===== config.mk =====
export PLATFORM = sky130hd
export DESIGN_NAME = redmule_z_writer
export DESIGN_NICKNAME = d
export VERILOG_FILES = /design/src/source/redmule_pkg.sv /design/src/source/redmule_z_writer.sv
export SDC_FILE = /design/constraint.sdc
export NUM_CORES = 1
export LEC_CHECK = 0
export ABC_CLOCK_PERIOD_IN_PS = 3500
export CORE_MARGIN = 2
export CORE_UTILIZATION = 60
export CTS_BUF_LIST = sky130_fd_sc_hd__clkbuf_4
export CTS_CLUSTER_DIAMETER = 40
export CTS_CLUSTER_SIZE = 25
export DETAILED_ROUTE_END_ITERATION = 8
export DONT_BUFFER_PORTS = 1
export MAX_ROUTING_LAYER = met4
export PLACE_DENSITY_LB_ADDON = 0.25
export SLEW_MARGIN = 20
export SYNTH_ARGS = -nofsm -noshare
export SYNTH_HDL_FRONTEND = slang
export SYNTH_SLANG_ARGS = --single-unit

===== constraint.sdc =====
create_clock -name clk_i -period 3.5 [get_ports clk_i]
set_input_delay 0.35 -clock clk_i [delete_from_list [all_inputs] [get_ports clk_i]]
set_output_delay 0.35 -clock clk_i [all_outputs]
set_load 0.005 [all_outputs]

===== src/source/redmule_pkg.sv =====
package redmule_pkg;

  // Datapath geometry
  localparam int unsigned ELEM_W = 16;
  localparam int unsigned LANES  = 4;
  localparam int unsigned WORD_W = ELEM_W * LANES;
  localparam int unsigned ADDR_W = 16;
  localparam int unsigned CNT_W  = 8;

  // Configuration port register map, byte offsets
  localparam int unsigned CFG_ADDR_W = 8;
  localparam logic [CFG_ADDR_W-1:0] REG_X_BASE  = 8'h00;
  localparam logic [CFG_ADDR_W-1:0] REG_W_BASE  = 8'h04;
  localparam logic [CFG_ADDR_W-1:0] REG_Y_BASE  = 8'h08;
  localparam logic [CFG_ADDR_W-1:0] REG_Z_BASE  = 8'h0C;
  localparam logic [CFG_ADDR_W-1:0] REG_K_DEPTH = 8'h10;
  localparam logic [CFG_ADDR_W-1:0] REG_TRIGGER = 8'h14;
  localparam logic [CFG_ADDR_W-1:0] REG_STATUS  = 8'h18;

  // Memory arbiter clients, lower index wins
  localparam int unsigned N_CLIENTS = 4;
  localparam int unsigned GNT_W     = $clog2(N_CLIENTS);
  localparam int unsigned CL_Z      = 0;
  localparam int unsigned CL_W      = 1;
  localparam int unsigned CL_X      = 2;
  localparam int unsigned CL_Y      = 3;

  // Engine phases
  localparam logic [1:0] PH_IDLE  = 2'd0;
  localparam logic [1:0] PH_LOAD  = 2'd1;
  localparam logic [1:0] PH_ACC   = 2'd2;
  localparam logic [1:0] PH_DRAIN = 2'd3;

  // One memory word, seen whole or as four elements
  typedef union packed {
    logic [WORD_W-1:0]            raw;
    logic [LANES-1:0][ELEM_W-1:0] lane;
  } mem_word_u;

endpackage


===== src/source/redmule_z_writer.sv =====
module redmule_z_writer (
  input  logic                           clk_i,
  input  logic                           rst_i,
  input  logic                           start_i,
  input  logic [redmule_pkg::ADDR_W-1:0] base_i,
  input  redmule_pkg::mem_word_u         row_i,
  input  logic                           valid_i,
  input  logic                           req_ack_i,
  output logic                           ready_o,
  output logic                           req_o,
  output logic [redmule_pkg::ADDR_W-1:0] addr_o,
  output redmule_pkg::mem_word_u         wdata_o,
  output logic                           z_done_o
);
  import redmule_pkg::*;

  logic [ADDR_W-1:0]        base_q;
  logic [$clog2(LANES)-1:0] row_q;
  mem_word_u                wdata_q;
  logic                     wait_q;
  logic                     req_q;
  logic                     drop_q;
  logic                     done_q;

  always_ff @(posedge clk_i) begin
    if (rst_i) begin
      wait_q <= 1'b0;
      req_q  <= 1'b0;
      drop_q <= 1'b0;
      done_q <= 1'b0;
      row_q  <= '0;
      base_q <= '0;
    end else begin
      done_q <= 1'b0;
      if (start_i) begin
        base_q <= base_i;
        row_q  <= '0;
        wait_q <= 1'b1;
      end else if (wait_q && valid_i) begin
        wait_q <= 1'b0;
        req_q  <= 1'b1;
      end else if (req_q && req_ack_i) begin
        req_q  <= 1'b0;
        drop_q <= 1'b1;
      end else if (drop_q && !req_ack_i) begin
        // Write is complete once ack has fallen
        drop_q <= 1'b0;
        row_q  <= row_q + 1'b1;
        if (row_q == $clog2(LANES)'(LANES - 1)) begin
          done_q <= 1'b1;
        end else begin
          wait_q <= 1'b1;
        end
      end
    end
  end

  always_ff @(posedge clk_i) begin
    if (wait_q && valid_i) begin
      wdata_q.lane <= row_i.lane;
    end
  end

  assign ready_o  = wait_q;
  assign req_o    = req_q;
  assign addr_o   = base_q + ADDR_W'(row_q);
  assign wdata_o  = wdata_q;
  assign z_done_o = done_q;

endmodule

==> metrics.md <==
| Metric | Value |
|---|---|
| # diodes | 0 |
| Maximum vdd drop | 0.000264 V |
| Critical path peak fanout | 4 |
| Post-CTS setup buffers | 0 |
| Clock sinks | 86 |
| Sequential share of power | 67.1% |
| IO Port Bufs | 0 |
| Seq/Total Area, Yosys | 77.7% |
| CTS buffer count | 9 |
| Skew final | 0.0138 ns |
| Post-cts resize count | 0 |
| Initial DRC Count | 108 |
| Critical Path Sink Type | output pin |
| Fmax | 371 MHz |
| Yosys reg bits | 86 |
| P_sw | 0.394 mW |
| Syn-to-layout area delta | 19.9% |
| Starting Density | 63.1% |
| Largest net degree at the start of global routing | 65 |
| CTS tree | built |
| HPWL after DPL | 4360 um |
| Max-slew violations | 0 |
| Drt wl/cell | 21.2 um |
| WL final | 6480 um |
| Number of global-route vias before repair | 1423 |
| Number of synthesized flops with an enable pin | 64 |
| Core area | 4820 um2 |
| Proportion of layout cells with a drive suffix above 1 | 8.79% |
| Initial antenna violation count | 0 |
| Combinational fraction of design power | 5.4% |
| Antenna Violating Nets Remaining | 0 |
| WP data arrival | 2.35 ns |
| Outcome | finished clean |
| Leakage power | 1.30 nW |
| Worst Max-Slew Pin Slew | 0.759 ns |
| Final setup fails | 0 |
| Placer Congestion | 0.781 |
| Clock power share | 27.5% |
| Hold Crit Class | input pin to flop |
| Mapped Area | 3040 um2 |
| Nets | 323 |
| Fillers | 310 |
| Crit path kind | flop to output pin |
| Mapped Cells | 185 |
| Slew headroom | 49.4% |
| WP data required | 3.15 ns |
| CTS root buffer | clkbuf_4 |
| Drt pass-1 iters | 5 |
| Commonest non-fill, non-tap cells in the layout | edfxtp_1, dlygate4sd3_1, dfxtp_1 |
| Num rows | 25 |
| PwrDens | 476 nW/um2 |
| Die width | 75.2 um |
| Clock buffer depth | 2 |
| Residual DRC | 0 |
| Post-CTS Hold Buffers | 2 |
| Clock latency on the worst-skew pair | 0.42 ns |
| MaxCap Viol Count | 0 |
| Vias/cell | 5.48 |
| Gr ovfl total | 0 |
| Final Hold Viols | 0 |
| Avg Inst Size Synth | 16.4 um2 |
| Startpoint Class | flop |
| Yosys warns | 0 |
| RSZ-0062 raised after global routing | no |
| Area post-placement | 3110 um2 |
| Clock transition at the registers of the reported paths | 0.13 ns |
| Die ar. | 5650 um2 |
| Ys flop type | edfxtp_1 |
| Switching portion of total power | 22.7% |
| Global Route Usage Sum | 19.5% |
| Global-route wire length before repair | 7320 um |
| Post-synthesis cell type count | 28 |
| Final period util | 77.0% |
| Chip Height | 75.2 um |
| Fin Setup TNS | 0 ns |
| H-tree Lvls | 3 |
| Crit path time final | 2.70 ns |
| Vias | 1677 |
| Commonest non-fill, non-tap cell in the layout | edfxtp_1 |
| Async set or reset register ratio after synthesis | 0% |
| Synthesized Nets | 274 |
| Internal power | 1.34 mW |
| Cell area after layout | 3640 um2 |
| IO Pins | 168 |
==> sequential cells by signal, summed over array words and instances, names as in the netlist <==
name	flops
drop_q	1
ready_o	1
req_o	1
z_done_o	1
base_q	16
row_q	2
wdata_o	64
==> area by class of cell <==
| type | count | area, um2 | area share (%) |
|---|---|---|---|
| flip-flops and latches | 86 | 2360 | 64.8 |
| multi-input cells | 87 | 631 | 17.3 |
| repair buffers | 43 | 428 | 11.7 |
| well taps | 67 | 83.8 | 2.30 |
| clock buffers | 10 | 75.1 | 2.06 |
| clock inverters | 6 | 38.8 | 1.06 |
| inverters | 7 | 26.3 | 0.721 |
==> cell families after synthesis <==
family	after synthesis	share of synthesized area (%)
flops	86	77.7
compound gates	7	1.32
fa+ha+maj	4	1.89
buf+inv	12	1.56
xor+xnor	15	4.32
mux	17	5.60
simple gates	44	7.58
==> synth_stat cells (2+ instances only) <==
cell type | count | share of area, %
a21oi_1 | 4 | 0.66
buf_2 | 2 | 0.33
clkbuf_1 | 3 | 0.37
dfxtp_1 | 22 | 14
edfxtp_1 | 64 | 63
ha_1 | 3 | 1.2
inv_1 | 7 | 0.86
mux2i_1 | 17 | 5.6
nand2_1 | 5 | 0.62
nand2b_1 | 2 | 0.41
nand3_1 | 2 | 0.33
nand4_1 | 2 | 0.41
nor2_1 | 21 | 2.6
nor3_1 | 3 | 0.49
nor4_2 | 2 | 0.82
xnor2_1 | 11 | 3.2
xor2_1 | 4 | 1.2
==> final timing paths <==
kind | start | endpoint | slack (ns) | cells after the start
worst max register to register | ready_o | wdata_o[24] | 1.92 | 2
worst min register to register | base_q[0] | base_q[0] | 0.52 | 2
worst min-delay path | row_i[17] | wdata_o[17] | 0.02 | 0
worst max-delay path | row_q[0] | addr_o[14] | 0.80 | 6
==> metal layers <==
| layer | global-route usage [%] | vias up | share of wire [%] |
|---|---|---|---|
| li1 | - | 766 | - |
| met2 | 35.8 | 91 | 56 |
| met1 | 18.1 | 811 | 34 |
| met5 | - | - | 0 |
| met4 | 9.94 | 0 | 1.5 |
| met3 | 5.89 | 9 | 8.4 |
==> worst max-delay path, cell delays in order (launching register included) <==
cell     delay [ns]
dfxtp_1        0.40
ha_1           0.19
inv_1          0.06
fa_1           0.44
nor4_2         0.43
nand3_1        0.15
xnor2_1        0.25
==> power by group through the flow <==
stage                     logic (mW)  clock network, mW  registers (mW)
after floorplan               0.0487                  0            1.18
after global placement        0.0470                  0            1.19
after detailed placement      0.0502                  0            1.19
after CTS                     0.0560              0.474            1.16
after global routing           0.102              0.530            1.17
final                         0.0934              0.477            1.16
==> through the flow <==
stage,hold WS (ns),util (%),setup slack (ns),total power [mW],instances
CTS,0.00170,67.4,0.764,1.69,266
global placement,0.422,64.6,1.28,1.23,248
global route,-0.0172,75.7,0.552,1.80,306
detailed placement,0.427,64.6,1.24,1.24,248
finish,0.0153,75.7,0.805,1.74,306
floorplan,0.423,-,0.893,1.23,185
Power figures use the tool's default switching activity.
