`src/source/redmule_pkg.sv`:
```
package redmule_pkg;

  // Datapath geometry
  localparam int unsigned ELEM_W = 16;
  localparam int unsigned LANES  = 4;
  localparam int unsigned WORD_W = ELEM_W * LANES;
  localparam int unsigned ADDR_W = 16;
  localparam int unsigned CNT_W  = 8;

  // Configuration port register map, byte offsets
  localparam int unsigned CFG_ADDR_W = 8;
  localparam logic [CFG_ADDR_W-1:0] REG_X_BASE  = 8'h00;
  localparam logic [CFG_ADDR_W-1:0] REG_W_BASE  = 8'h04;
  localparam logic [CFG_ADDR_W-1:0] REG_Y_BASE  = 8'h08;
  localparam logic [CFG_ADDR_W-1:0] REG_Z_BASE  = 8'h0C;
  localparam logic [CFG_ADDR_W-1:0] REG_K_DEPTH = 8'h10;
  localparam logic [CFG_ADDR_W-1:0] REG_TRIGGER = 8'h14;
  localparam logic [CFG_ADDR_W-1:0] REG_STATUS  = 8'h18;

  // Memory arbiter clients, lower index wins
  localparam int unsigned N_CLIENTS = 4;
  localparam int unsigned GNT_W     = $clog2(N_CLIENTS);
  localparam int unsigned CL_Z      = 0;
  localparam int unsigned CL_W      = 1;
  localparam int unsigned CL_X      = 2;
  localparam int unsigned CL_Y      = 3;

  // Engine phases
  localparam logic [1:0] PH_IDLE  = 2'd0;
  localparam logic [1:0] PH_LOAD  = 2'd1;
  localparam logic [1:0] PH_ACC   = 2'd2;
  localparam logic [1:0] PH_DRAIN = 2'd3;

  // One memory word, seen whole or as four elements
  typedef union packed {
    logic [WORD_W-1:0]            raw;
    logic [LANES-1:0][ELEM_W-1:0] lane;
  } mem_word_u;

endpackage

```
`src/source/redmule_stream_reader.sv`:
```
module redmule_stream_reader (
  input  logic                           clk_i,
  input  logic                           rst_i,
  input  logic                           start_i,
  input  logic [redmule_pkg::ADDR_W-1:0] base_i,
  input  logic [redmule_pkg::CNT_W-1:0]  count_i,
  input  logic                           req_ack_i,
  input  logic [redmule_pkg::WORD_W-1:0] rdata_i,
  input  logic                           ready_i,
  output logic                           req_o,
  output logic [redmule_pkg::ADDR_W-1:0] addr_o,
  output logic [redmule_pkg::WORD_W-1:0] data_o,
  output logic                           valid_o
);
  import redmule_pkg::*;

  logic [ADDR_W-1:0] addr_q;
  logic [CNT_W-1:0]  left_q;
  logic [WORD_W-1:0] data_q;
  logic              req_q;
  logic              drop_q;
  logic              valid_q;

  always_ff @(posedge clk_i) begin
    if (rst_i) begin
      req_q   <= 1'b0;
      drop_q  <= 1'b0;
      valid_q <= 1'b0;
      addr_q  <= '0;
      left_q  <= '0;
    end else if (start_i) begin
      addr_q <= base_i;
      left_q <= count_i;
      req_q  <= (count_i != '0);
    end else begin
      if (req_q && req_ack_i) begin
        req_q  <= 1'b0;
        drop_q <= 1'b1;
      end
      // Word is offered only once the memory has closed the handshake
      if (drop_q && !req_ack_i) begin
        drop_q  <= 1'b0;
        valid_q <= 1'b1;
      end
      if (valid_q && ready_i) begin
        valid_q <= 1'b0;
        left_q  <= left_q - 1'b1;
        addr_q  <= addr_q + 1'b1;
        req_q   <= (left_q != CNT_W'(1));
      end
    end
  end

  always_ff @(posedge clk_i) begin
    if (req_q && req_ack_i) begin
      data_q <= rdata_i;
    end
  end

  assign req_o   = req_q;
  assign addr_o  = addr_q;
  assign data_o  = data_q;
  assign valid_o = valid_q;

endmodule

```
`config.mk`:
```
export PLATFORM = sky130hd
export DESIGN_NAME = redmule_stream_reader
export DESIGN_NICKNAME = d
export VERILOG_FILES = /design/src/source/redmule_pkg.sv /design/src/source/redmule_stream_reader.sv
export SDC_FILE = /design/constraint.sdc
export NUM_CORES = 1
export LEC_CHECK = 0
export BUFFER_PORTS_ARGS = -buffer_cell sky130_fd_sc_hd__buf_2
export CORE_MARGIN = 2
export CORE_UTILIZATION = 34
export DETAILED_ROUTE_END_ITERATION = 7
export GPL_TIMING_DRIVEN = 0
export PLACE_DENSITY = 0.74
export SYNTH_ARGS = -nofsm -noshare
export SYNTH_HDL_FRONTEND = slang
export SYNTH_SLANG_ARGS = --single-unit
export TNS_END_PERCENT = 100
```
`constraint.sdc`:
```
create_clock -name clk_i -period 6.6 [get_ports clk_i]
set_input_delay 0.33 -clock clk_i [delete_from_list [all_inputs] [get_ports clk_i]]
set_output_delay 0.33 -clock clk_i [all_outputs]
set_load 0.005 [all_outputs]
```
==> run summary <==
Status: finished clean
Die area: 11000 um2
P_leak: 1.90 nW
Area Growth Syn to Fin: 36.0%
CTS Buf Count: 9
Core area: 9820 um2
Peak VDD IR: 113 uV
First-pass GRT wire length: 13300 um
H-Tree Depth: 3
GPL Wtd Cong: 0.776
Drt drc: 0
Max_cap viols: 0
Cell taking the most area after synthesis: edfxtp_1
Clock Skew: 0.0153 ns
Power Dens Cells: 238 nW/um2
Async SR Flop Fraction: 0
Net Sw Frac: 0.233
Top fanout value on the critical path: 38
Number of synthesized flops with an enable pin: 64
Period utilisation layout: 0.251
Total power: 1.12 mW
Pins Over Slew Limit: 0
Syn. warnings: 0
GRT overflow: 0
Share of layout cells above drive strength 1: 0.470
DP Worst Slack: 4.90 ns
Crit path from: req_o$_SDFFE_PP0P_
Clock Tree Root: clkbuf_8
Vias/cell: 4.67
Die Ht: 105 um
RSZ-0062 raised after global routing: no
Final WS setup: 4.95 ns
P_sw: 0.261 mW
Internal: 0.857 mW
Clock sinks: 91
CTS tree: yes
Largest net degree at the start of global routing: 39
Gr usage total: 0.158
CTS Buffer Depth: 2
PostCTS Resize Cnt: 0
Setup_tns: 0 ns
Fin crit period: 1.65 ns
Top Ports: 175
Drt pass-1 iters: 4
Clk pin slew, worst setup/hold paths: 0.10 ns
Routed WL: 8660 um
Critical path endpoint category: register
WP buf/inv: 1
Final ANT Viol Nets: 0
Hold Path Class: in -> reg
Register area share after synthesis: 0.713
Die Wd: 105 um
Hold Vio Cnt, Final: 0
Final setup viols: 0
Crit-path cells: and2_2 > buf_12
Number of DRC markers in iteration 0: 89
FF+latch count, synth: 91
Worst-Skew Late Latency: 0.35 ns
Initial antenna violation count: 0
IO buf count: 173
Detailed Place HPWL: 6650 um
Element type at the critical path start: register
Syn avg cell area: 14.2 um2
Post-Syn Area: 3450 um2
Logic pwr share: 0.086
Cells after Synth: 243
Clock power frac: 0.331
Postcts setup bufs: 0
CP delay by family, top: simple AND/OR/NAND/NOR gates
Synth top area cells: edfxtp_1 (56%), dfxtp_1 (16%), xnor2_1 (3.3%)
Hold Crit Start: rdata_i[32]
Prevailing post-synth register cell: edfxtp_1
Fillers: 895
Num rows: 36
Max incr delay on CP: 0.61 ns
DR WL/cell: 15.3 um
FMAX: 605 MHz
Worst Path Arrival: 1.69 ns
Slew margin rel.: 0.555
Yosys cell types: 35
Top-area cell type share of the netlist area: 0.556
Worst-Margin Slew: 0.667 ns
WS Path Type: reg -> reg
Vias in the first global route: 2568
Hold buffers post-CTS: 0
Reg-to-reg startpoint: req_o$_SDFFE_PP0P_
WP data required: 6.64 ns
CP max stage cell: and2_2
Vias: 2641
Sequential fraction of design power: 0.583
Initial Util: 0.352
Ant diodes: 0
Final nets: 524
Mapped Nets: 339
==> layout by cell type (no fill, tap or decap), types with 3 or more instances in the layout <==
cell / Yosys / layout
a211oi_1: 13 / 13
a21oi_1: 8 / 8
a311oi_1: 5 / 5
buf_2: 0 / 173
clkbuf_1: 7 / 7
clkbuf_8: 0 / 9
dfxtp_1: 27 / 27
edfxtp_1: 64 / 64
ha_1: 3 / 3
inv_1: 8 / 8
nand2_1: 14 / 14
nand3_1: 8 / 8
nor2_1: 27 / 27
nor3_1: 6 / 6
nor4_1: 5 / 5
o21ai_0: 3 / 3
or3_1: 3 / 3
xnor2_1: 13 / 13
xor2_1: 3 / 3
==> metal layers <==
layer  part of all wire  global-route usage  vias to the layer above  wire length, um
met1               0.40               0.178                     1245             3430
met3              0.080              0.0518                        5              689
li1                   -                   -                     1273                -
met5                  0                   0                        -                0
met2               0.52               0.283                      118             4460
met4             0.0085              0.0448                        0               74
==> power by group through the flow <==
stage                     Combinational [mW]  Clock [mW]  Sequential [mW]
final                                 0.0963       0.370            0.652
after global routing                   0.107       0.409            0.655
after CTS                             0.0977       0.384            0.652
after detailed placement              0.0974           0            0.665
after global placement                0.0929           0            0.665
after floorplan                       0.0373           0            0.666
==> cell usage after synthesis (2+ instances only) <==
| cell type | count |
|---|---|
| nand2_1 | 14 |
| inv_1 | 8 |
| a21oi_1 | 8 |
| nor4_1 | 5 |
| o21ai_0 | 3 |
| buf_4 | 2 |
| nand3_4 | 2 |
| xor2_1 | 3 |
| a31oi_1 | 2 |
| xnor2_1 | 13 |
| or3_1 | 3 |
| nand3_1 | 8 |
| edfxtp_1 | 64 |
| a211oi_1 | 13 |
| nand4_4 | 2 |
| nor2_1 | 27 |
| a311oi_1 | 5 |
| nor3_1 | 6 |
| ha_1 | 3 |
| dfxtp_1 | 27 |
| a211oi_2 | 2 |
| clkbuf_1 | 7 |
| nor4_2 | 2 |
| nand4_1 | 2 |
| nor4_4 | 2 |
==> through the flow <==
| stage | util | cells | instance area, um2 | hold slack, ns |
|---|---|---|---|---|
| 2_1_floorplan | - | 243 | 3450 | 0.429 |
| 3_3_place_gp | 0.457 | 549 | 4490 | 0.496 |
| 3_5_place_dp | 0.459 | 550 | 4510 | 0.506 |
| 4_1_cts | 0.478 | 565 | 4700 | 0.127 |
| 5_1_grt | 0.478 | 565 | 4700 | 0.113 |
| 6_report | 0.478 | 565 | 4700 | 0.149 |
==> flip-flops by register name, indices dropped and copies added (netlist names) <==
register  cells
req_o         1
drop_q        1
left_q        8
data_o       64
addr_o       16
valid_o       1
==> logic make-up after synthesis <==
group | synth area share
xor+xnor | 0.0406
flops | 0.713
compound gates | 0.0771
buf+inv | 0.0228
fa+ha+maj | 0.0109
simple gates | 0.136
==> path summary, 6_finish.rpt <==
kind                                               end  slack [ns]  cells past startpoint
worst max-delay path              data_o[18]$_DFFE_PP_        4.95                      2
worst min-delay path              data_o[32]$_DFFE_PP_        0.15                      1
worst max register to register    data_o[18]$_DFFE_PP_        4.95                      2
worst min register to register  left_q[2]$_SDFFE_PP0P_        0.52                      2
==> final cells by class <==
type / instances / area [um2] / area share
Timing Repair Buffer: 174 / 886 / 0.189
Sequential cell: 91 / 2460 / 0.524
Clock buffer: 9 / 124 / 0.0264
Buffer: 10 / 45.0 / 0.00959
Tap cell: 133 / 166 / 0.0354
Inverter: 9 / 33.8 / 0.00719
Clock inverter: 6 / 66.3 / 0.0141
Multi-Input combinational cell: 133 / 915 / 0.195
Note: power is estimated with default switching activity, not from simulation.
