**config.mk**
```make
export PLATFORM = sky130hd
export DESIGN_NAME = redmule_mem_arbiter
export DESIGN_NICKNAME = d
export VERILOG_FILES = /design/src/source/redmule_pkg.sv /design/src/source/redmule_mem_arbiter.sv
export SDC_FILE = /design/constraint.sdc
export NUM_CORES = 1
export LEC_CHECK = 0
export BUFFER_PORTS_ARGS = -buffer_cell sky130_fd_sc_hd__buf_2
export CORE_AREA = 3 3 210 212
export DETAILED_ROUTE_END_ITERATION = 8
export DIE_AREA = 0 0 213 215
export HOLD_SLACK_MARGIN = 0.03
export PLACE_DENSITY = 0.3
export REMOVE_ABC_BUFFERS = 1
export SYNTH_ARGS = -nofsm -noshare
export SYNTH_HDL_FRONTEND = slang
export SYNTH_SLANG_ARGS = --single-unit
```
**constraint.sdc**
```tcl
create_clock -name clk_i -period 2.6 [get_ports clk_i]
set_clock_uncertainty 0.15 [all_clocks]
set_input_delay 0.65 -clock clk_i [delete_from_list [all_inputs] [get_ports clk_i]]
set_output_delay 0.65 -clock clk_i [all_outputs]
set_load 0.02 [all_outputs]
```
**src/source/redmule_pkg.sv**
```systemverilog
package redmule_pkg;

  // Datapath geometry
  localparam int unsigned ELEM_W = 16;
  localparam int unsigned LANES  = 4;
  localparam int unsigned WORD_W = ELEM_W * LANES;
  localparam int unsigned ADDR_W = 16;
  localparam int unsigned CNT_W  = 8;

  // Configuration port register map, byte offsets
  localparam int unsigned CFG_ADDR_W = 8;
  localparam logic [CFG_ADDR_W-1:0] REG_X_BASE  = 8'h00;
  localparam logic [CFG_ADDR_W-1:0] REG_W_BASE  = 8'h04;
  localparam logic [CFG_ADDR_W-1:0] REG_Y_BASE  = 8'h08;
  localparam logic [CFG_ADDR_W-1:0] REG_Z_BASE  = 8'h0C;
  localparam logic [CFG_ADDR_W-1:0] REG_K_DEPTH = 8'h10;
  localparam logic [CFG_ADDR_W-1:0] REG_TRIGGER = 8'h14;
  localparam logic [CFG_ADDR_W-1:0] REG_STATUS  = 8'h18;

  // Memory arbiter clients, lower index wins
  localparam int unsigned N_CLIENTS = 4;
  localparam int unsigned GNT_W     = $clog2(N_CLIENTS);
  localparam int unsigned CL_Z      = 0;
  localparam int unsigned CL_W      = 1;
  localparam int unsigned CL_X      = 2;
  localparam int unsigned CL_Y      = 3;

  // Engine phases
  localparam logic [1:0] PH_IDLE  = 2'd0;
  localparam logic [1:0] PH_LOAD  = 2'd1;
  localparam logic [1:0] PH_ACC   = 2'd2;
  localparam logic [1:0] PH_DRAIN = 2'd3;

  // One memory word, seen whole or as four elements
  typedef union packed {
    logic [WORD_W-1:0]            raw;
    logic [LANES-1:0][ELEM_W-1:0] lane;
  } mem_word_u;

endpackage

```
**src/source/redmule_mem_arbiter.sv**
```systemverilog
module redmule_mem_arbiter (
  input  logic                                                   clk_i,
  input  logic                                                   rst_i,
  input  logic [redmule_pkg::N_CLIENTS-1:0]                      cl_req_i,
  input  logic [redmule_pkg::N_CLIENTS-1:0]                      cl_we_i,
  input  logic [redmule_pkg::N_CLIENTS-1:0][redmule_pkg::ADDR_W-1:0] cl_addr_i,
  input  redmule_pkg::mem_word_u [redmule_pkg::N_CLIENTS-1:0]    cl_wdata_i,
  output logic [redmule_pkg::N_CLIENTS-1:0]                      cl_ack_o,
  output logic [redmule_pkg::WORD_W-1:0]                         cl_rdata_o,
  output logic                                                   mem_req_o,
  output logic                                                   mem_we_o,
  output logic [redmule_pkg::ADDR_W-1:0]                         mem_addr_o,
  output logic [redmule_pkg::WORD_W-1:0]                         mem_wdata_o,
  input  logic                                                   mem_ack_i,
  input  logic [redmule_pkg::WORD_W-1:0]                         mem_rdata_i
);
  import redmule_pkg::*;

  logic             busy_q;
  logic [GNT_W-1:0] gnt_q;
  logic [GNT_W-1:0] pick;

  // Lowest requesting index wins
  always_comb begin
    pick = '0;
    for (int i = N_CLIENTS - 1; i >= 0; i--) begin
      if (cl_req_i[i]) begin
        pick = GNT_W'(i);
      end
    end
  end

  always_ff @(posedge clk_i) begin
    if (rst_i) begin
      busy_q <= 1'b0;
      gnt_q  <= '0;
    end else if (!busy_q) begin
      if (|cl_req_i) begin
        busy_q <= 1'b1;
        gnt_q  <= pick;
      end
    end else if (!cl_req_i[gnt_q] && !mem_ack_i) begin
      // Grant is released only after the full four-phase cycle
      busy_q <= 1'b0;
    end
  end

  always_comb begin
    cl_ack_o        = '0;
    cl_ack_o[gnt_q] = busy_q && mem_ack_i;
  end

  assign mem_req_o   = busy_q && cl_req_i[gnt_q];
  assign mem_we_o    = cl_we_i[gnt_q];
  assign mem_addr_o  = cl_addr_i[gnt_q];
  assign mem_wdata_o = cl_wdata_i[gnt_q].raw;
  assign cl_rdata_o  = mem_rdata_i;

endmodule

```
==> run summary, run 1 <==
Number of maximum-capacitance violations = 0
Total Negative Setup Slacks = 0 ps
Post-synthesis cell count = 190
Clock-pin transition on the worst setup and hold timing paths = 30 ps
Clock power frac = 0.172
Synth Warn # = 0
Initial Utilization = 0.0638
Largest fanout on the critical path = 19
Detailed-placement wirelength estimate = 19700 um
Area of the core = 42100 um2
Leakage = 2.28 nW
Antenna Diode Count = 0
1st-iter DRT viols = 90
Final number of setup-violating endpoints = 0
Simple logic cell fraction of the synthesized area = 0.0252
Netlist cell types = 20
Dominant combinational cell family by area after synthesis = multiplexers
Final WS setup = 88.9 ps
Number of antenna-violating nets in the routed design = 0
Sequential power share = 0.042
Horizontal die dimension = 213 um
First-pass GRT wire length = 28100 um
Cell area after layout = 5030 um2
Sequential share of the synthesized area = 0.0224
Worst IR drop on VDD = 242 uV
Final min period = 2510 ps
Placement-stage cell area = 4950 um2
Clk sinks = 3
Top flip-flop cell by instance count after synthesis = dfxtp_1
Final wirelength = 21600 um
H-tree depth = 1
Setup repair after global routing missed its margin = false
Achievable frequency = 398 MHz
Vert. Die Dim = 215 um
Kind of critical path = reg2out
Clock tree from TritonCTS = done
Adder-Cell Fraction of Synth Area = 0
Overall fraction of global-route tracks in use = 0.0866
Number of slew-limit violations in the final report = 0
Last weighted congestion value of the routability-driven placer = 0.749
Average routed wire per standard cell = 20.1 um
Endpoint arrival time on the critical path = 1710 ps
P_int = 0.818 mW
Fin Hold WS = 448 ps
Min-Delay Path Class = reg2reg
Clock insertion delay at the later pin of the skew report = 220 ps
Minimum setup slack after placement = 227 ps
Mapped Avg Cell Area = 14.1 um2
Die area = 45800 um2
Logic pwr share = 0.786
Number of top-level pins = 545
Number of synthesized flops with an enable pin = 0
Transition time at the pin with the least slew margin = 281 ps
Final hold violation count = 0
Final #Nets = 934
Synth Area in Compound Gates = 0.0140
Vias in the first global route = 3727
Hold wc startpoint = busy_q$_SDFF_PP0_
Xor-xnor portion of the synthesized cell area = 0
PD cells = 277 nW/um2
Number of CTS-inserted buffers = 3
Number of vias after detailed routing = 3431
Standard-cell rows = 75
Share of flip-flops with an asynchronous set or reset after synthesis = 0
Clock Tree Buf Depth = 2
Number of register bits inferred by synthesis = 3
R2r startpoint = gnt_q[0]$_SDFFE_PP0P_
Multiplexer area fraction after synthesis = 0.687
Clk Tree Root Cell = clkbuf_16
Total net switching power = 0.577 mW
Headroom to the max-slew limit = 0.813
Drt pass-1 iters = 4
Global route total overflow = 0
Final period utilization = 0.966
Switching Fraction = 0.413
Port buffer count = 416
Critical path endpoint category = output pin
Synthesis-to-layout area growth = 87.4%
Share of post-route cells with drive strength above 1 = 0.959
Kind of start point of the critical path = register
Routed via count divided by cell count = 3.19
Critical Path Start = gnt_q[0]$_SDFFE_PP0P_
Antenna violations before repair = 2
Number of design rule violations left after detail routing = 0
Mapped cell area = 2690 um2
Pin count of the biggest net entering global routing = 41
Status = complete, no violations
Endpoint required time on the critical path = 1800 ps
what timing repair did:
item                                    in CTS  in global routing
hold buffers                                 0                  0
endpoints found under the setup margin       0                  2
buffers inserted                             0                  0
gates resized for setup                      0                  1
sequential cells by signal (all words and copies together) (netlist names):
| register | count |
|---|---|
| busy_q | 1 |
| gnt_q | 2 |
critical path, stage by stage, from the launching register on:
cell     delay (ps)
dfxtp_4         360
buf_12          190
buf_16          210
mux4_2          520
buf_2           170
cells by family after synthesis:
group	Yosys count
flops	3
compound gates	5
simple gates	14
mux	82
buf+inv	86
cell usage after synthesis, types with 2 or more instances:
cell / instances / area [um2]
mux4_2: 82 / 1850
buf_4: 67 / 503
buf_2: 9 / 45.0
buf_12: 5 / 100
nor2_1: 5 / 18.8
nor3_1: 4 / 20.0
dfxtp_1: 3 / 60.1
a211oi_1: 2 / 15.0
inv_1: 2 / 7.51
metal layers:
layer | vias up | global-route usage | wire, um
li1 | 1439 | - | -
met1 | 1565 | 0.0884 | 7310
met2 | 413 | 0.130 | 9030
met3 | 8 | 0.0815 | 4830
met4 | 6 | 0.00377 | 76
met5 | - | 0.0636 | 402
per-stage QoR:
stage | instances | power, mW | utilization
final | 1077 | 1.39 | 0.119
after global routing | 1077 | 1.49 | 0.119
after CTS | 1077 | 1.43 | 0.119
after detailed placement | 1073 | 1.18 | 0.117
after global placement | 1073 | 1.17 | 0.117
after floorplan | 106 | 0.668 | -
path summary, 6_finish.rpt:
check                          end  slack [ps]  depth (start not counted)
min          gnt_q[1]$_SDFFE_PP0P_         450                          2
min reg2reg  gnt_q[1]$_SDFFE_PP0P_         450                          2
max                mem_wdata_o[23]          90                          4
max reg2reg      busy_q$_SDFF_PP0_        1020                          5
cell type report:
cell class,count,area [um2]
fillers,4872,37100
repair buffers,428,2250
multi-input cells,101,1950
well taps,539,674
clock buffers,4,78.8
flip-flops and latches,3,67.6
inverters,2,7.51
layout by cell type, fill, tap and decap left out, drive strengths merged, types with 2 or more instances in the layout:
cell type / netlist / routed
buf: 83 / 428
mux4: 82 / 82
nor2: 5 / 5
nor3: 4 / 4
clkbuf: 1 / 4
dfxtp: 3 / 3
inv: 2 / 2
a211oi: 2 / 2
power groups by stage:
stage               sequential [mW]  combinational, mW  clock (mW)
CTS                          0.0593               1.12       0.245
floorplan                     0.122              0.546           0
finish                       0.0590               1.10       0.239
global placement             0.0598               1.11           0
detailed placement           0.0599               1.12           0
global route                 0.0603               1.18       0.249
Note: power is estimated with default switching activity, not from simulation.
==> inputs of run 2 (changes only) <==
==> constraint.sdc (replaced) <==
create_clock -name clk_i -period 3.15 [get_ports clk_i]
set_clock_uncertainty 0.15 [all_clocks]
set_input_delay 0.7875 -clock clk_i [delete_from_list [all_inputs] [get_ports clk_i]]
set_output_delay 0.7875 -clock clk_i [all_outputs]
set_load 0.02 [all_outputs]
==> run 2 against run 1 <==
  * Sequential power shrank 2%
  * Die area is the same
  * Final cell count is 0.65% lower
  * Global-route usage hardly changed
  * Hold slack worse by 8.0 ps
  * Sequential share of layout area is essentially flat
  * Routed wire length down 0.40%
  * Non-clock buffer count fell by 8
  * Count of clock-buffer cells in the layout unchanged
  * Worst setup slack better by 340 ps
  * Flip-flop and latch count did not move
  * Highest routed layer unchanged
  * Utilization decreased by 0.21 points
  * Critical endpoint is now mem_req_o
==> run summary, run 2 (synthesis results as in run 1) <==
Status = complete, no violations
Register bank with the most flops = gnt_q
Clk Tree Root Cell = clkbuf_16
Last weighted congestion value of the routability-driven placer = 0.766
Clock insertion delay at the later pin of the skew report = 220 ps
Critical path buffers and inverters = 1
Leading cell type in the layout, fill and taps excluded = buf_2
Final WS setup = 426 ps
Largest registers in the final layout = gnt_q (2), busy_q (1)
Horizontal die dimension = 213 um
Vias in the first global route = 3697
Number of cells in the design after placement = 1065
1st-iter DRT viols = 139
Share of post-route cells with drive strength above 1 = 0.958
Endpoint required time on the critical path = 2210 ps
H-tree depth = 1
Endpoint arrival time on the critical path = 1790 ps
Register cell area after layout = 67.6 um2
Final std cells w/o fill = 1070
Clk sinks = 3
Number of maximum-capacitance violations = 0
Number of antenna-violating nets in the routed design = 0
Standard-cell rows = 75
Kind of critical path = reg2out
Min-Delay Path Class = reg2reg
Number of vias after detailed routing = 3422
Drt pass-1 iters = 4
Kind of start point of the critical path = register
Critical path endpoint category = output pin
Initial Utilization = 0.0638
Post-CTS Hold Fix Bufs = 0
Clock-pin transition on the worst setup and hold timing paths = 30 ps
Worst IR drop on VDD = 171 uV
Largest fanout on the critical path = 28
Setup repair bufs after CTS = 0
Area of the core = 42100 um2
Final #Nets = 926
Number of top-level pins = 545
Area taken by multi-input logic gates = 1950 um2
Power after layout = 1.13 mW
Headroom to the max-slew limit = 0.669
Final min period = 2720 ps
Number of slew-limit violations in the final report = 0
Filler cell count = 4889
Global route total overflow = 0
Average routed wire per standard cell = 20.1 um
Vert. Die Dim = 215 um
Minimum setup slack after placement = 505 ps
Detailed-placement wirelength estimate = 19500 um
Placement-stage cell area = 4860 um2
Worst-path cell with the longest stage delay = dfxtp_4
PostCTS Resize Cnt = 0
Routed via count divided by cell count = 3.20
Delay-heaviest family, CP = flip-flops
Number of CTS-inserted buffers = 3
Die area = 45800 um2
Leading cell types in the layout, fill and taps excluded = buf_2, mux4_2, nor2_1
Final hold violation count = 0
Achievable frequency = 367 MHz
Overall fraction of global-route tracks in use = 0.0865
Port buffer count = 416
Number of flip-flops in the largest register = 2
Final period utilization = 0.865
First-pass GRT wire length = 27900 um
Number of design rule violations left after detail routing = 0
Slowest stage delay, CP = 650 ps
Clock tree from TritonCTS = done
Cell breakdown of the critical path = mux4_2 -> and2_1 -> buf_2
Setup repair after global routing missed its margin = false
Cell area after layout = 4940 um2
Clock Tree Buf Depth = 2
Leakage = 2.22 nW
Transition time at the pin with the least slew margin = 496 ps
Antenna violations before repair = 4
Pin count of the biggest net entering global routing = 47
PD cells = 229 nW/um2
Final wirelength = 21600 um
Synthesis-to-layout area growth = 84.1%
Final number of setup-violating endpoints = 0
## run 2: final timing paths
kind	from	endpoint	slack, ps	cells past startpoint
worst min-delay path	busy_q$_SDFF_PP0_	gnt_q[1]$_SDFFE_PP0P_	440	2
worst max-delay path	gnt_q[1]$_SDFFE_PP0P_	mem_req_o	430	3
worst min register to register	busy_q$_SDFF_PP0_	gnt_q[1]$_SDFFE_PP0P_	440	2
worst max register to register	gnt_q[1]$_SDFFE_PP0P_	busy_q$_SDFF_PP0_	1360	3
## run 2: tightest hold or removal path: stages (launching register included)
cell      delay, ps
dfxtp_1         370
nor2_1          130
a211oi_1         50
## run 2: layer usage
layer,vias up,global-route usage,share of wire
li1,1425,-,-
met1,1590,0.0846,0.33
met4,8,0.00466,0.0024
met2,387,0.131,0.42
met5,-,0.0625,0.019
met3,12,0.0859,0.23
## run 2: metrics by stage
| stage | TNS, ps | utilization | hold slack, ps |
|---|---|---|---|
| final | 0 | 0.117 | 440 |
| after global routing | 0 | 0.117 | 490 |
| after CTS | 0 | 0.117 | 442 |
| after detailed placement | 0 | 0.115 | 426 |
| after global placement | 0 | 0.115 | 450 |
| after floorplan | -175060 | - | 389 |
## run 2: cell type report
class / count / share of cell area
diodes: 1 / 0.000506
clock buffers: 4 / 0.0159
inverters: 2 / 0.00152
multi-input cells: 101 / 0.395
flip-flops and latches: 3 / 0.0137
well taps: 539 / 0.136
repair buffers: 420 / 0.437
## run 2: report_power, final
part	total, mW	switching, mW	internal [mW]
sequential	0.0579	0.0166	0.0413
clock	0.203	0.0354	0.167
combinational	0.873	0.423	0.450
