## src/source/redmule_pkg.sv

```systemverilog
package redmule_pkg;

  // Datapath geometry
  localparam int unsigned ELEM_W = 16;
  localparam int unsigned LANES  = 4;
  localparam int unsigned WORD_W = ELEM_W * LANES;
  localparam int unsigned ADDR_W = 16;
  localparam int unsigned CNT_W  = 8;

  // Configuration port register map, byte offsets
  localparam int unsigned CFG_ADDR_W = 8;
  localparam logic [CFG_ADDR_W-1:0] REG_X_BASE  = 8'h00;
  localparam logic [CFG_ADDR_W-1:0] REG_W_BASE  = 8'h04;
  localparam logic [CFG_ADDR_W-1:0] REG_Y_BASE  = 8'h08;
  localparam logic [CFG_ADDR_W-1:0] REG_Z_BASE  = 8'h0C;
  localparam logic [CFG_ADDR_W-1:0] REG_K_DEPTH = 8'h10;
  localparam logic [CFG_ADDR_W-1:0] REG_TRIGGER = 8'h14;
  localparam logic [CFG_ADDR_W-1:0] REG_STATUS  = 8'h18;

  // Memory arbiter clients, lower index wins
  localparam int unsigned N_CLIENTS = 4;
  localparam int unsigned GNT_W     = $clog2(N_CLIENTS);
  localparam int unsigned CL_Z      = 0;
  localparam int unsigned CL_W      = 1;
  localparam int unsigned CL_X      = 2;
  localparam int unsigned CL_Y      = 3;

  // Engine phases
  localparam logic [1:0] PH_IDLE  = 2'd0;
  localparam logic [1:0] PH_LOAD  = 2'd1;
  localparam logic [1:0] PH_ACC   = 2'd2;
  localparam logic [1:0] PH_DRAIN = 2'd3;

  // One memory word, seen whole or as four elements
  typedef union packed {
    logic [WORD_W-1:0]            raw;
    logic [LANES-1:0][ELEM_W-1:0] lane;
  } mem_word_u;

endpackage

```

## src/source/redmule_ctrl.sv

```systemverilog
module redmule_ctrl (
  input  logic                               clk_i,
  input  logic                               rst_i,
  input  logic                               cfg_req_i,
  input  logic                               cfg_we_i,
  input  logic [redmule_pkg::CFG_ADDR_W-1:0] cfg_addr_i,
  input  logic [31:0]                        cfg_wdata_i,
  output logic                               cfg_ack_o,
  output logic [31:0]                        cfg_rdata_o,
  input  logic                               z_done_i,
  output logic                               start_o,
  output logic [redmule_pkg::ADDR_W-1:0]     x_base_o,
  output logic [redmule_pkg::ADDR_W-1:0]     w_base_o,
  output logic [redmule_pkg::ADDR_W-1:0]     y_base_o,
  output logic [redmule_pkg::ADDR_W-1:0]     z_base_o,
  output logic [redmule_pkg::CNT_W-1:0]      k_depth_o,
  output logic                               busy_o,
  output logic                               done_o
);
  import redmule_pkg::*;

  logic [ADDR_W-1:0] x_base_q;
  logic [ADDR_W-1:0] w_base_q;
  logic [ADDR_W-1:0] y_base_q;
  logic [ADDR_W-1:0] z_base_q;
  logic [CNT_W-1:0]  k_depth_q;
  logic [31:0]       rdata_q;
  logic              ack_q;
  logic              busy_q;
  logic              done_q;
  logic              start_q;
  logic              access;
  logic              wr_en;
  logic              trigger;

  // A new access is seen on the first cycle of req
  assign access  = cfg_req_i && !ack_q;
  // Register writes are locked out for the whole job
  assign wr_en   = access && cfg_we_i && !busy_q;
  assign trigger = wr_en && (cfg_addr_i == REG_TRIGGER);

  always_ff @(posedge clk_i) begin
    if (rst_i) begin
      ack_q     <= 1'b0;
      busy_q    <= 1'b0;
      done_q    <= 1'b0;
      start_q   <= 1'b0;
      x_base_q  <= '0;
      w_base_q  <= '0;
      y_base_q  <= '0;
      z_base_q  <= '0;
      k_depth_q <= '0;
    end else begin
      // Ack follows req with one cycle of delay on both edges
      ack_q   <= cfg_req_i;
      start_q <= trigger;
      done_q  <= busy_q && z_done_i;
      if (trigger) begin
        busy_q <= 1'b1;
      end else if (z_done_i) begin
        busy_q <= 1'b0;
      end
      if (wr_en) begin
        case (cfg_addr_i)
          REG_X_BASE:  x_base_q  <= cfg_wdata_i[ADDR_W-1:0];
          REG_W_BASE:  w_base_q  <= cfg_wdata_i[ADDR_W-1:0];
          REG_Y_BASE:  y_base_q  <= cfg_wdata_i[ADDR_W-1:0];
          REG_Z_BASE:  z_base_q  <= cfg_wdata_i[ADDR_W-1:0];
          REG_K_DEPTH: k_depth_q <= cfg_wdata_i[CNT_W-1:0];
          default: ;
        endcase
      end
    end
  end

  // Read data is sampled together with the rising ack
  always_ff @(posedge clk_i) begin
    if (access && !cfg_we_i) begin
      case (cfg_addr_i)
        REG_X_BASE:  rdata_q <= 32'(x_base_q);
        REG_W_BASE:  rdata_q <= 32'(w_base_q);
        REG_Y_BASE:  rdata_q <= 32'(y_base_q);
        REG_Z_BASE:  rdata_q <= 32'(z_base_q);
        REG_K_DEPTH: rdata_q <= 32'(k_depth_q);
        REG_STATUS:  rdata_q <= {31'd0, busy_q};
        default:     rdata_q <= '0;
      endcase
    end
  end

  assign cfg_ack_o   = ack_q;
  assign cfg_rdata_o = rdata_q;
  assign start_o     = start_q;
  assign busy_o      = busy_q;
  assign done_o      = done_q;
  assign x_base_o    = x_base_q;
  assign w_base_o    = w_base_q;
  assign y_base_o    = y_base_q;
  assign z_base_o    = z_base_q;
  assign k_depth_o   = k_depth_q;

endmodule

```

## config.mk

```make
export PLATFORM = sky130hd
export DESIGN_NAME = redmule_ctrl
export DESIGN_NICKNAME = d
export VERILOG_FILES = /design/src/source/redmule_pkg.sv /design/src/source/redmule_ctrl.sv
export SDC_FILE = /design/constraint.sdc
export NUM_CORES = 1
export LEC_CHECK = 0
export BUFFER_PORTS_ARGS = -buffer_cell sky130_fd_sc_hd__buf_2
export CORE_ASPECT_RATIO = 1.5
export CORE_MARGIN = 4
export CORE_UTILIZATION = 31
export DETAILED_ROUTE_END_ITERATION = 6
export GPL_ROUTABILITY_DRIVEN = 0
export MAX_ROUTING_LAYER = met4
export PLACE_DENSITY = 0.63
export SETUP_SLACK_MARGIN = 0.2
export SLEW_MARGIN = 20
export SYNTH_ARGS = -nofsm -noshare
export SYNTH_HDL_FRONTEND = slang
export SYNTH_SLANG_ARGS = --single-unit
```

## constraint.sdc

```tcl
create_clock -name clk_i -period 3.26 [get_ports clk_i]
set_input_delay 0.163 -clock clk_i [delete_from_list [all_inputs] [get_ports clk_i]]
set_output_delay 0.163 -clock clk_i [all_outputs]
set_load 0.02 [all_outputs]
```

==> results.py, run 1 <==
metrics = {
    "run_status": {
        "status": "finished, final reports clean",
    },
    "timing": {
        "finalCritPeriodShare_pct": 63.5,
        "layout_min_cycle_time_ns": 2.07,
        "finalHoldViolCount": 0,
        "fmax_ghz": 0.483,
        "slew_headroom_pct": 44.8,
        "rsz0062_at_grt": "false",
        "worst_slack_ns": 1.19,
        "max_slew.worst_pin.slew_ns": 0.826,
        "maxSlewViolCount": 0,
        "finClkSkew_ns": 0.00411,
        "setup_viol": 0,
        "fin_tns_setup_ns": 0,
        "hold_slack_ns": 0.0332,
    },
    "critical_path": {
        "cp-start-kind": "flop",
        "critPathMaxFanout": 17,
        "cp.required_ns": 3.45,
        "criticalPathCategory": "flop to flop",
        "end_kind": "flop",
        "critPathArrivalTime_ns": 2.26,
    },
    "flow_run": {
        "cap_violations": 0,
    },
    "hold_path": {
        "min_path_type": "primary input to flop",
    },
    "global_routing": {
        "grt_pass1_vias": 3132,
        "grt_pass1_wl_um": 17600,
        "grt_overflow": 0,
        "gr-usage-all-layers_pct": 16.2,
        "antenna_found_initial": 0,
        "grt_start_max_net_pins": 62,
    },
    "placement": {
        "port-buffer-count": 120,
        "dp.cells": 670,
        "place_ws_ns": 1.01,
        "hpwlAfterDp_um": 8680,
        "dpl-instance-area_um2": 4500,
    },
    "power_and_ir_drop": {
        "p_total_mw": 2.49,
        "p_per_area_nw_per_um2": 511,
        "leakagePower_nw": 1.99,
        "seqPwrFrac_pct": 46.8,
        "p_int_mw": 1.98,
        "switching_share_pct": 20.4,
        "vdd_drop_max_v": 0.000229,
        "p_clk_share_pct": 48.2,
        "combPwrFrac_pct": 4.9,
        "p_sw_mw": 0.506,
    },
    "logic_synthesis": {
        "synth_top_family_by_area": "simple AND/OR/NAND/NOR gates",
        "yosys.area_share.simple_pct": 18.4,
        "synthAdderAreaFrac_pct": 0,
        "syn_area_um2": 3900,
        "synth_compound_area_share_pct": 12.6,
        "synth_xor_area_share_pct": 0,
        "synth_cells": 423,
        "synth-seq-cells": 92,
        "synth_seq_area_share_pct": 51.4,
        "yosysUniqueCellTypes": 38,
        "synth_mux_area_share_pct": 9.79,
        "syn_avg_cell_area_um2": 9.21,
        "yosysWarningCount": 0,
    },
    "routing": {
        "viasPerCell": 4.86,
        "drtAntennaViolNets": 0,
        "routed_wl_um": 11600,
        "wl_per_cell_um": 16.9,
        "drtIter0Drc": 197,
        "drc": 0,
        "firstDrtPassIters": 4,
        "vias": 3332,
    },
    "final_layout": {
        "final_area_um2": 4860,
        "areaGrowthSynthToFinish_pct": 24.8,
        "drive_gt1_share_pct": 27.8,
        "seq_area_um2": 2000,
        "fin_util_pct": 40.1,
        "n_fill_cell": 1241,
        "diodes": 0,
        "multi_input_area_um2": 1660,
        "final_cell_count_no_fill": 686,
        "nets": 573,
    },
    "floorplanning": {
        "dieWidth_um": 99.6,
        "dieArea_um2": 14500,
        "std_cell_rows": 49,
        "coreArea_um2": 12100,
        "chipHeight_um": 145,
        "io_pins": 153,
        "initial_utilization_pct": 32.1,
    },
    "clock_tree": {
        "clockRootBuffer": "clkbuf_16",
        "holdBufCountCts": 0,
        "clk_latency_ns": 0.33,
        "clockBufferDepth": 2,
        "tritoncts_num_sinks": 92,
        "numCtsBuffers": 9,
        "cts_tree": "yes",
        "post_cts_resized": 0,
        "clkSlewWorstSetupHoldPaths_ns": 0.06,
        "htree_num_levels": 3,
        "cts_setup_buffers": 0,
    },
}
state kept, by name (all words and copies together), names as in the netlist, 8 cells and up:
name,count
z_base_o,16
cfg_rdata_o,16
w_base_o,16
y_base_o,16
x_base_o,16
k_depth_o,8
worst max-delay path, stage by stage, from the launching register on:
cell	delay, ns
dfxtp_1	0.34
nor4bb_2	0.29
buf_4	0.26
nand4_1	0.68
nand2_1	0.27
a21oi_1	0.09
worst paths after layout:
| kind | from | to | slack (ns) | cells past startpoint |
|---|---|---|---|---|
| hold reg to reg | k_depth_o[2] | k_depth_o[2] | 0.47 | 2 |
| setup reg to reg | busy_o | w_base_o[2] | 1.19 | 5 |
| hold / removal | z_done_i | busy_o | 0.03 | 2 |
| setup / recovery | busy_o | w_base_o[2] | 1.19 | 5 |
cell type report:
type                       instances  area share, %
sequential                        92           41.2
multi-input combinational        298           34.2
timing repair buffer             125           13.2
clock buffer                      14           6.10
tap                              153           3.94
clock inverter                     2           1.24
inverter                           2          0.154
power by group through the flow:
stage                     sequential (mW)  clock, mW  combinational [mW]
after floorplan                      1.20          0              0.0716
after global placement               1.19          0               0.120
after detailed placement             1.19          0               0.121
after CTS                            1.16       1.22               0.122
after global routing                 1.16       1.27               0.131
final                                1.16       1.20               0.123
layer usage:
layer | vias to the layer above | share of wire [%] | track usage, %
li1 | 1635 | - | -
met1 | 1565 | 39 | 18.6
met2 | 113 | 51 | 26.4
met3 | 19 | 6.5 | 3.60
met4 | 0 | 3.3 | 7.66
met5 | - | 0 | -
Yosys cell counts (all sizes together):
cell,number,area share (%)
nand2,112,11
o2bb2ai,3,0.67
nor2b,2,0.32
nor2,19,1.8
o21ai,8,1.0
and4b,1,0.26
buf,32,6.1
a32oi,1,0.22
nor4,2,0.87
mux2i,28,7.2
nor3,2,0.26
a21oi,56,7.2
and4,2,0.45
nor3b,2,0.39
o31ai,1,0.19
nand2b,1,0.16
nand3,11,1.4
mux2,1,0.29
mux4,4,2.3
a211o,1,0.22
a22o,5,1.1
edfxtp,16,12
nand4,3,0.48
and2,3,0.48
clkbuf,14,1.4
and3,3,0.48
dfxtp,76,39
o21bai,1,0.19
conb,1,0.096
nor4bb,1,0.26
a222oi,1,0.26
inv,2,0.19
a22oi,8,1.5
layout by cell type (no fill, tap or decap), types with 4 or more instances in the layout:
cell type / instances
nand3_1: 11
nand2_1: 112
o21ai_0: 8
a22oi_1: 8
conb_1: 16
clkbuf_16: 11
mux2i_1: 28
buf_2: 119
a22o_1: 5
edfxtp_1: 16
buf_4: 6
nor2_1: 19
a21oi_1: 56
dfxtp_1: 76
mux4_2: 4
kinds of logic (layout without fill, tap and decap cells):
logic type	after synthesis	after routing
compound gates	85	85
simple gates	164	164
flops	92	92
mux	33	33
other cells	1	16
buf+inv	48	143
Power figures use the tool's default switching activity.
==> run 2, diff against run 1 <==
Clock period 3.26 ns to 2.1 ns, I/O delays scaled along.
==> run 2 against run 1 <==
  * Sequential cell count stayed put
  * Clock skew increased by 0.0018 ns
  * Largest cell class unchanged
  * Combinational power grew 68%
  * Wire length grew 1.0%
  * Core utilization is 0.55 points higher
  * Clock-buffer cell count fell by 2
==> results.py, run 2 (synthesis results as in run 1) <==
metrics = {
    "routing": {
        "routed_wl_um": 11700,
        "vias": 3361,
        "drc": 0,
        "firstDrtPassIters": 5,
        "wl_per_cell_um": 16.7,
        "drtIter0Drc": 217,
        "viasPerCell": 4.78,
        "drtAntennaViolNets": 0,
    },
    "flow_run": {
        "cap_violations": 0,
    },
    "hold_path": {
        "min_path_type": "primary input to flop",
        "worstHoldPathCells": 3,
    },
    "critical_path": {
        "ff2ff_path_depth": 6,
        "crit_top_cell": "buf_4",
        "criticalPathCategory": "primary input to flop",
        "critPathArrivalTime_ns": 1.92,
        "cp-start-kind": "primary input",
        "path_cells": "dlygate4sd3_1 -> buf_2 -> nor4bb_2 -> buf_4 -> and4b_1 -> buf_4 -> mux2i_1 -> nor2_1",
        "r2r_slack_ns": 0.44,
        "reg2reg_to": "y_base_o[11]",
        "critPathTopFamily": "buffers and inverters",
        "r2r-start": "busy_o",
        "end_kind": "flop",
        "critPathMaxFanout": 10,
        "crit_path_end": "y_base_o[11]",
        "crit_start": "cfg_req_i",
        "crit_path_top_delay_cell": "dlygate4sd3_1",
        "cp.required_ns": 2.32,
        "critPathBufInv": 4,
        "path_depth": 8,
        "cp_slowest_stage_delay_ns": 0.52,
    },
    "timing": {
        "setup_viol": 0,
        "rsz0062_at_grt": "false",
        "finalCritPeriodShare_pct": 80.9,
        "fmax_ghz": 0.588,
        "finClkSkew_ns": 0.00596,
        "finalHoldViolCount": 0,
        "layout_min_cycle_time_ns": 1.70,
        "fin_tns_setup_ns": 0,
        "maxSlewViolCount": 0,
        "slew_headroom_pct": 53.5,
        "max_slew.worst_pin.slew_ns": 0.698,
    },
    "clock_tree": {
        "numCtsBuffers": 9,
        "cts_tree": "yes",
        "tritoncts_num_sinks": 92,
        "clockRootBuffer": "clkbuf_16",
        "clkSlewWorstSetupHoldPaths_ns": 0.06,
        "clk_latency_ns": 0.34,
        "clockBufferDepth": 2,
        "post_cts_resized": 0,
        "htree_num_levels": 3,
    },
    "final_layout": {
        "multi_input_area_um2": 1660,
        "final_cell_mix": "buf_2 (120), nand2_1 (112), dfxtp_1 (76), a21oi_1 (56), mux2i_1 (28)",
        "final_common_cell": "buf_2",
        "seq_area_um2": 2000,
        "n_fill_cell": 1261,
        "diodes": 0,
        "nets": 590,
        "areaGrowthSynthToFinish_pct": 26.5,
        "drive_gt1_share_pct": 29.8,
    },
    "global_routing": {
        "grt_start_max_net_pins": 41,
        "grt_pass1_vias": 3372,
        "grt_pass1_wl_um": 18800,
        "grt_overflow": 0,
        "antenna_found_initial": 0,
        "gr-usage-all-layers_pct": 17.1,
    },
    "floorplanning": {
        "io_pins": 153,
        "std_cell_rows": 49,
        "dieArea_um2": 14500,
        "dieWidth_um": 99.6,
        "initial_utilization_pct": 32.1,
        "coreArea_um2": 12100,
        "chipHeight_um": 145,
    },
    "placement": {
        "hpwlAfterDp_um": 8820,
        "port-buffer-count": 120,
    },
    "power_and_ir_drop": {
        "p_per_area_nw_per_um2": 714,
        "vdd_drop_max_v": 0.000313,
        "leakagePower_nw": 2.05,
        "p_total_mw": 3.52,
    },
    "run_status": {
        "status": "finished, final reports clean",
    },
}
-- run 2: per-stage QoR --
| step | hold slack [ns] | setup slack, ns | util (%) | cells | area, um2 |
|---|---|---|---|---|---|
| after floorplan | 0.191 | 0.441 | - | 438 | 3960 |
| after global placement | 0.315 | 0.342 | 37.9 | 681 | 4600 |
| after detailed placement | 0.330 | 0.365 | 37.9 | 681 | 4600 |
| after CTS | 0.0334 | 0.312 | 40.4 | 699 | 4900 |
| after global routing | 0.0483 | 0.253 | 40.6 | 703 | 4930 |
| final | 0.0486 | 0.400 | 40.6 | 703 | 4930 |
-- run 2: what timing repair did --
action                     in CTS  in global routing
setup endpoints to repair       0                 12
buffers inserted                0                  4
hold endpoints to repair        3                  0
hold buffers                    2                  0
-- run 2: where the power goes --
group	switching [mW]	internal, mW
Sequential	0.00386	1.80
Combinational	0.146	0.0614
Clock	0.640	0.862
Total	0.790	2.73
-- run 2: worst min-delay path by stage --
stage,startpoint,to
floorplan,rst_i,start_o
global placement,z_done_i,busy_o
detailed placement,z_done_i,busy_o
CTS,cfg_wdata_i[14],z_base_o[14]
global route,cfg_wdata_i[10],x_base_o[10]
finish,cfg_wdata_i[0],x_base_o[0]
-- run 2: area by class of cell --
type	count	area share [%]
tap	153	3.88
sequential	92	40.6
multi-input combinational	298	33.8
inverter	2	0.152
clock inverter	4	0.482
clock buffer	12	5.20
timing repair buffer	142	15.9
-- run 2: per-layer routing --
| layer | part of all wire (%) | track usage, % | vias to the layer above | routed length, um |
|---|---|---|---|---|
| met5 | 0 | - | - | 0 |
| met4 | 1.5 | 6.08 | 0 | 170 |
| met3 | 5.2 | 3.94 | 8 | 612 |
| met2 | 53 | 28.7 | 100 | 6210 |
| met1 | 40 | 19.7 | 1585 | 4730 |
| li1 | - | - | 1668 | - |
-- run 2: worst reg2reg max path, stage by stage (launching register included) --
cell and delay (ns):
dfxtp_1 0.34, nor4bb_2 0.29, buf_4 0.18, and4b_1 0.23
buf_4 0.23, mux2i_1 0.22, nor2_1 0.06
